===== config.mk =====
export PLATFORM = sky130hd
export DESIGN_NAME = l1_cache
export DESIGN_NICKNAME = d
export VERILOG_FILES = /design/src/hdl/cache_pkg.sv /design/src/hdl/cache_line_store.sv /design/src/hdl/cache_miss_fsm.sv /design/src/hdl/l1_cache.sv
export SDC_FILE = /design/constraint.sdc
export NUM_CORES = 2
export LEC_CHECK = 0
export BUFFER_PORTS_ARGS = -buffer_cell sky130_fd_sc_hd__buf_2
export CAP_MARGIN = 15
export CORE_ASPECT_RATIO = 1.1
export CORE_MARGIN = 5
export CORE_UTILIZATION = 65
export CTS_BUF_LIST = sky130_fd_sc_hd__clkbuf_8
export DETAILED_ROUTE_END_ITERATION = 12
export MAX_ROUTING_LAYER = met4
export PLACE_DENSITY = 0.79
export SKIP_LAST_GASP = 1
export SYNTH_ARGS = -nofsm -noshare
export SYNTH_HDL_FRONTEND = slang
export SYNTH_HIERARCHICAL = 1
export SYNTH_SLANG_ARGS = --single-unit

===== constraint.sdc =====
create_clock -name clk -period 6.4 [get_ports clk]
set_clock_uncertainty 0.2 [all_clocks]
set_input_delay 0.32 -clock clk [delete_from_list [all_inputs] [get_ports clk]]
set_output_delay 0.32 -clock clk [all_outputs]
set_load 0.005 [all_outputs]

===== src/hdl/cache_pkg.sv =====
// shared widths for a word-addressed hierarchy: 30-bit word, 28-bit line addresses, no byte lanes
package cache_pkg;

    // ------------------------------------------------------------------------
    // data and address widths
    // ------------------------------------------------------------------------
    localparam int WORD_BITS      = 32;
    localparam int WORD_ADDR_BITS = 30;
    localparam int WORDS_PER_LINE = 4;
    localparam int WORD_SEL_BITS  = 2;      // log2 of words per line
    localparam int LINE_BITS      = WORD_BITS * WORDS_PER_LINE;
    localparam int LINE_ADDR_BITS = WORD_ADDR_BITS - WORD_SEL_BITS;

    typedef logic [WORD_BITS-1:0]      word_t;
    typedef logic [WORD_ADDR_BITS-1:0] word_addr_t;
    typedef logic [LINE_BITS-1:0]      line_t;      // also one memory beat
    typedef logic [LINE_ADDR_BITS-1:0] line_addr_t;

    // ------------------------------------------------------------------------
    // first level, one word per line
    // ------------------------------------------------------------------------
    localparam int L1_SETS     = 16;
    localparam int L1_SET_BITS = 4;
    localparam int L1_TAG_BITS = WORD_ADDR_BITS - L1_SET_BITS;

    typedef logic [L1_TAG_BITS-1:0] l1_tag_t;

    // ------------------------------------------------------------------------
    // second level, four words per line
    // ------------------------------------------------------------------------
    localparam int L2_SETS     = 32;
    localparam int L2_SET_BITS = 5;
    // tag sits above set and word-select bits
    localparam int L2_TAG_BITS = LINE_ADDR_BITS - L2_SET_BITS;

    typedef logic [L2_TAG_BITS-1:0] l2_tag_t;

endpackage


===== src/hdl/cache_line_store.sv =====
// two-way store; lookup is combinational, fill and write land on the next edge, tag/data not reset
`timescale 1ns/1ps

module cache_line_store #(
    parameter type tag_t    = logic [25:0],
    parameter type data_t   = logic [31:0],
    parameter int  num_sets = 16
) (
    input  logic                        clk,
    input  logic                        rst_n,
    input  logic [$clog2(num_sets)-1:0] set_idx,
    input  tag_t                        lookup_tag,
    input  logic                        access,
    input  logic                        fill_en,
    input  logic                        fill_dirty,
    input  data_t                       fill_data,
    input  logic                        write_en,
    input  data_t                       write_data,
    output logic                        hit,
    output data_t                       hit_data,
    output logic                        victim_dirty,
    output tag_t                        victim_tag,
    output data_t                       victim_data
);

    // ------------------------------------------------------------------------
    // storage
    // ------------------------------------------------------------------------
    tag_t  tag_mem  [2][num_sets];
    data_t data_mem [2][num_sets];

    logic [1:0][num_sets-1:0] valid_q;
    logic [1:0][num_sets-1:0] dirty_q;
    logic [num_sets-1:0]      lru_q;        // way to evict next

    logic hit_w0;
    logic hit_w1;
    logic hit_way;
    logic victim_way;

    // ------------------------------------------------------------------------
    // lookup
    // ------------------------------------------------------------------------
    assign hit_w0  = valid_q[0][set_idx] && (tag_mem[0][set_idx] == lookup_tag);
    assign hit_w1  = valid_q[1][set_idx] && (tag_mem[1][set_idx] == lookup_tag);
    assign hit     = hit_w0 || hit_w1;
    assign hit_way = hit_w1;                // ways never hold the same tag

    assign hit_data = hit_way ? data_mem[1][set_idx] : data_mem[0][set_idx];

    assign victim_way   = lru_q[set_idx];
    assign victim_dirty = valid_q[victim_way][set_idx] && dirty_q[victim_way][set_idx];
    assign victim_tag   = tag_mem[victim_way][set_idx];
    assign victim_data  = data_mem[victim_way][set_idx];

    // ------------------------------------------------------------------------
    // state bits
    // ------------------------------------------------------------------------
    always_ff @(posedge clk) begin
        if (!rst_n) begin
            valid_q <= '0;
            dirty_q <= '0;
            lru_q   <= '0;
        end else begin
            if (fill_en) begin
                valid_q[victim_way][set_idx] <= 1'b1;
                dirty_q[victim_way][set_idx] <= fill_dirty;
            end else if (write_en && hit) begin
                dirty_q[hit_way][set_idx] <= 1'b1;
            end
            // the other way becomes the next victim
            if (access && hit)
                lru_q[set_idx] <= ~hit_way;
        end
    end

    // tag and payload
    always_ff @(posedge clk) begin
        if (fill_en) begin
            tag_mem[victim_way][set_idx]  <= lookup_tag;
            data_mem[victim_way][set_idx] <= fill_data;
        end else if (write_en && hit) begin
            data_mem[hit_way][set_idx] <= write_data;   // whole line or word
        end
    end

    // a fill only happens on a miss, a write only on a hit
    a_fill_write_excl: assert property (
        @(posedge clk) disable iff (!rst_n) !(fill_en && write_en)
    ) else $error("fill and write hit requested in the same cycle");

endmodule


===== src/hdl/cache_miss_fsm.sv =====
// one miss at a time; the request must be held unchanged until the refill completes
`timescale 1ns/1ps

module cache_miss_fsm (
    input  logic clk,
    input  logic rst_n,
    input  logic req_read,
    input  logic req_write,
    input  logic hit,
    input  logic victim_dirty,
    input  logic mem_ready,
    output logic mem_read,
    output logic mem_write,
    output logic writeback_phase,
    output logic fill_en,
    output logic fill_dirty
);

    typedef enum logic [2:0] {
        s_idle,
        s_wb_rd,        // write back victim, then refill for a read
        s_rd,
        s_wb_wr,        // write back victim, then refill for a write
        s_rd_wr
    } miss_state_t;

    miss_state_t state_q;
    miss_state_t state_d;
    logic        miss;
    logic        refill_phase;

    assign miss = (req_read || req_write) && !hit;

    // ------------------------------------------------------------------------
    // next state
    // ------------------------------------------------------------------------
    always_comb begin
        state_d = state_q;
        case (state_q)
            s_idle: begin
                if (miss && req_write)
                    state_d = victim_dirty ? s_wb_wr : s_rd_wr;
                else if (miss)
                    state_d = victim_dirty ? s_wb_rd : s_rd;
            end
            s_wb_rd: if (mem_ready) state_d = s_rd;
            s_rd:    if (mem_ready) state_d = s_idle;
            s_wb_wr: if (mem_ready) state_d = s_rd_wr;
            s_rd_wr: if (mem_ready) state_d = s_idle;
            default: state_d = s_idle;
        endcase
    end

    always_ff @(posedge clk) begin
        if (!rst_n)
            state_q <= s_idle;
        else
            state_q <= state_d;
    end

    // levels decoded from the registered state, so they start a cycle after the miss
    assign writeback_phase = (state_q == s_wb_rd) || (state_q == s_wb_wr);
    assign refill_phase    = (state_q == s_rd) || (state_q == s_rd_wr);
    assign mem_write       = writeback_phase;
    assign mem_read        = refill_phase;
    assign fill_en         = refill_phase && mem_ready;    // line arrives in this cycle
    assign fill_dirty      = (state_q == s_rd_wr);

    a_rd_wr_excl: assert property (
        @(posedge clk) disable iff (!rst_n) !(mem_read && mem_write)
    ) else $error("memory read and write levels high together");

endmodule


===== src/hdl/l1_cache.sv =====
// word-line L1; requester holds read/write, address and data while stall is high
`timescale 1ns/1ps

module l1_cache (
    input  logic                  clk,
    input  logic                  rst_n,
    input  logic                  proc_read,
    input  logic                  proc_write,
    input  cache_pkg::word_addr_t proc_addr,
    input  cache_pkg::word_t      proc_wdata,
    output cache_pkg::word_t      proc_rdata,
    output logic                  proc_stall,
    input  cache_pkg::word_t      mem_rdata,
    input  logic                  mem_ready,
    output logic                  mem_read,
    output logic                  mem_write,
    output cache_pkg::word_addr_t mem_addr,
    output cache_pkg::word_t      mem_wdata
);

    import cache_pkg::*;

    logic [L1_SET_BITS-1:0] set_idx;
    l1_tag_t                req_tag;
    l1_tag_t                victim_tag;
    logic                   access;
    logic                   hit;
    logic                   victim_dirty;
    logic                   writeback_phase;
    logic                   fill_en;
    logic                   fill_dirty;

    assign set_idx    = proc_addr[L1_SET_BITS-1:0];
    assign req_tag    = proc_addr[WORD_ADDR_BITS-1:L1_SET_BITS];
    assign access     = proc_read || proc_write;
    assign proc_stall = access && !hit;

    // victim address rebuilt from its own tag, not the request
    assign mem_addr = writeback_phase ? {victim_tag, set_idx} : proc_addr;

    cache_line_store #(
        .tag_t    (l1_tag_t),
        .data_t   (word_t),
        .num_sets (L1_SETS)
    ) u_store (
        .clk          (clk),
        .rst_n        (rst_n),
        .set_idx      (set_idx),
        .lookup_tag   (req_tag),
        .access       (access),
        .fill_en      (fill_en),
        .fill_dirty   (fill_dirty),
        .fill_data    (mem_rdata),
        .write_en     (proc_write && hit),     // whole word
        .write_data   (proc_wdata),
        .hit          (hit),
        .hit_data     (proc_rdata),
        .victim_dirty (victim_dirty),
        .victim_tag   (victim_tag),
        .victim_data  (mem_wdata)
    );

    cache_miss_fsm u_fsm (
        .clk             (clk),
        .rst_n           (rst_n),
        .req_read        (proc_read),
        .req_write       (proc_write),
        .hit             (hit),
        .victim_dirty    (victim_dirty),
        .mem_ready       (mem_ready),
        .mem_read        (mem_read),
        .mem_write       (mem_write),
        .writeback_phase (writeback_phase),
        .fill_en         (fill_en),
        .fill_dirty      (fill_dirty)
    );

    a_req_held: assert property (
        @(posedge clk) disable iff (!rst_n)
            proc_stall |=> (proc_read == $past(proc_read)) && (proc_write == $past(proc_write))
                && $stable(proc_addr) && (!proc_write || $stable(proc_wdata))
    ) else $error("requester changed its request while stalled");

endmodule


==> run summary <==
Overall Power - 25.3 mW
CTS H-Tree Depth - 5
Final Hold Violating Endpoints - 0
Die Area - 0.129 mm2
Final #Nets - 4564
Sequential-to-total area share from yosys stat - 72.5%
Worst path max stage delay - 1.31 ns
Final instance area - 0.0896 mm2
Clk Tree Root Cell - clkbuf_8
IO Pins - 196
Mux contribution to synthesized area - 19.2%
GR peak layer - met2
DP HPWL - 131 mm
WP data arrival - 6.71 ns
Hold slack final - 0.120 ns
Width of the chip - 343 um
Compound-cell area share of the yosys netlist - 3.03%
Synth-to-layout area growth - 13.2%
Fin util - 73.9%
Synth cell types - 85
Overflow after GRT - 0
DR pass1 iterations - 7
Simple-gate area share of the yosys netlist - 2.88%
Rel. slew slack - 22.4%
Synth Net Count - 4031
ANT nets after route - 0
Leakage power - 29.5 nW
Post-synth EDFFs - 1856
Asr flop ratio synth - 0%
Mapped Cells - 3931
Clock Path Buffers - 4
Drt first-iter violations - 6394
CP max-delay cell - dlygate4sd3_1
Final wirelength - 225 mm
Vias per inst - 7.02
HP Class - primary input to register
Port bufs - 195
Post-route clock period utilization - 98.9%
Final setup TNS - 0 ns
Power per standard cell area - 282 mW/mm2
Worst reg2reg path startpoint - u_store/tag_mem[0][403]
Skew-Pair Late Insertion Delay - 1.00 ns
Req. time, crit path - 6.78 ns
Worst Min Path Start - proc_addr[20]
Site Rows - 134
Post-Synth Adder-Cell Area - 0.0158%
Initial Util - 65.3%
Vias in the first global route - 44895
CP cell instances - mux4_2 -> mux2i_1 -> nor2_1 -> o311a_1 -> a2111oi_1 -> nand4_1 -> nor4_1 -> buf_4 -> o21ai_4 -> buf_12 -> mux2_4 -> dlygate4sd3_1
Die Y - 376 um
Pins over their slew limit - 0
Post-Synth XOR/XNOR Area - 0.564%
Share of layout cells above drive strength 1 - 31.9%
Per-cell routed wire length - 35.6 um
Met2 GRT Util - 56.3%
Critical path class - register to register
Setup Viol. Count Final - 0
Post_cts resized - 0
Post-synthesis instance area - 0.0792 mm2
RD Place Congestion - 1.05
Crit-path max FO - 32
Largest family of logic cells by synthesized area - multiplexers
Cts hold-fix bufs - 98
Initial antenna violation count - 8
Placed cell area - 0.0832 mm2
Residual DRC count - 0
GRT Util Overall - 36.3%
Yosys warning count - 6
Sink Count - 1939
TritonCTS clock tree - done
Startpoint Class - register
Core area - 0.121 mm2
Highest Clock Rate - 0.158 GHz
Worst vdd ir - 0.000262 V
First-pass GRT wire length - 318 mm
Max-cap violations - 0
Vias - 44271
CP endpoint kind - register
Met3 Use GR - 8.83%
Main synth FF type - edfxtp_1
Clk slew on worst S/H paths - 0.06 ns
Crit path from - u_store/tag_mem[0][403]
Largest net degree at the start of global routing - 108
RSZ-0062 raised after global routing - false
Slew @ Worst Pin - 1.15 ns
Minimum clock period - 6.33 ns
Met1 GRT Util - 45.1%
CTS Buf Count - 312
Syn Area/Cell - 20.1 um2
Filler instances - 6681
Postcts setup bufs - 0
Status - complete, no violations
Register bit total from synthesis - 1939
-- per-layer routing --
metal	part of all wire, %	up-vias
li1	-	17446
met1	33	22518
met2	49	3538
met3	12	769
met4	6.6	0
met5	0	-
-- state kept, by name (all words and copies together) (netlist names) --
signal	flops
u_store/lru_q	16
u_store/valid_q	32
u_store/tag_mem	832
u_store/dirty_q	32
u_store/data_mem	1024
u_fsm/state_q	3
-- stage by stage --
step / instances / setup WS (ns)
CTS: 6299 / 0.345
finish: 6304 / 0.0697
global route: 6304 / 0.0571
floorplan: 3931 / 0.398
global placement: 5683 / 0.657
detailed placement: 5683 / 0.604
-- placed cells by master (no fill, tap or decap), types with 28 or more instances in the layout --
master | netlist | final
a211oi_1 | 31 | 31
clkinv_1 | 1 | 55
nor2_4 | 0 | 33
nand2_1 | 192 | 191
xnor2_1 | 43 | 43
dlygate4sd3_1 | 0 | 98
a22oi_1 | 29 | 29
clkbuf_8 | 0 | 323
a221oi_1 | 29 | 29
clkinv_2 | 0 | 34
nor3_1 | 28 | 28
mux2i_1 | 143 | 143
buf_2 | 79 | 191
edfxtp_1 | 1856 | 1856
a21oi_1 | 44 | 28
dfxtp_1 | 83 | 83
o21ai_0 | 36 | 36
mux2_2 | 95 | 95
buf_12 | 5 | 43
mux2_4 | 50 | 50
mux4_2 | 524 | 523
nor2_1 | 168 | 135
buf_4 | 32 | 126
inv_1 | 32 | 125
-- power breakdown --
group	internal (mW)	switching (mW)	total [mW]
clock	4.96	4.59	9.55
combinational	0.677	1.10	1.78
sequential	14.0	0.0167	14.0
-- final timing paths --
check,endpoint,slack [ns],cells past startpoint
setup / recovery,u_store/data_mem[1][449],0.07,12
hold / removal,u_store/tag_mem[0][224],0.12,2
setup reg to reg,u_store/data_mem[1][449],0.07,12
hold reg to reg,u_store/valid_q[6],0.27,2
-- logic make-up after synthesis --
group           Yosys count
mux                     818
simple gates            513
fa+ha+maj                 1
xor+xnor                 51
buf+inv                 279
compound gates          330
flops                  1939
-- critical path: cells and delay by family, from the launching register on --
| kind | cells | cell delay [ns] |
|---|---|---|
| AND/OR/NAND/NOR | 3 | 1.42 |
| multiplexers | 3 | 1.15 |
| flip-flops | 1 | 0.38 |
| AO/OA/AOI/OAI | 3 | 0.89 |
| buffers and inverters | 3 | 1.85 |
-- layout make-up --
class	instances	area, um2	area share [%]
Antenna cell	4	10.0	0.0112
Clock buffer	323	4450	4.96
Clock inverter	195	1000	1.12
Inverter	35	134	0.149
Multi-Input combinational cell	1713	20800	23.2
Sequential cell	1939	57400	64.0
Tap cell	1632	2040	2.28
Timing Repair Buffer	463	3820	4.26
-- cell usage after synthesis, types with 36 or more instances --
cell | n | area (um2)
a21oi_1 | 44 | 220
buf_2 | 79 | 395
clkbuf_1 | 96 | 360
dfxtp_1 | 83 | 1660
edfxtp_1 | 1856 | 55700
mux2_2 | 95 | 1070
mux2_4 | 50 | 751
mux2i_1 | 143 | 1430
mux4_2 | 524 | 11800
nand2_1 | 192 | 721
nor2_1 | 168 | 631
o21ai_0 | 36 | 180
xnor2_1 | 43 | 377
(Power assumes the default switching activity.)
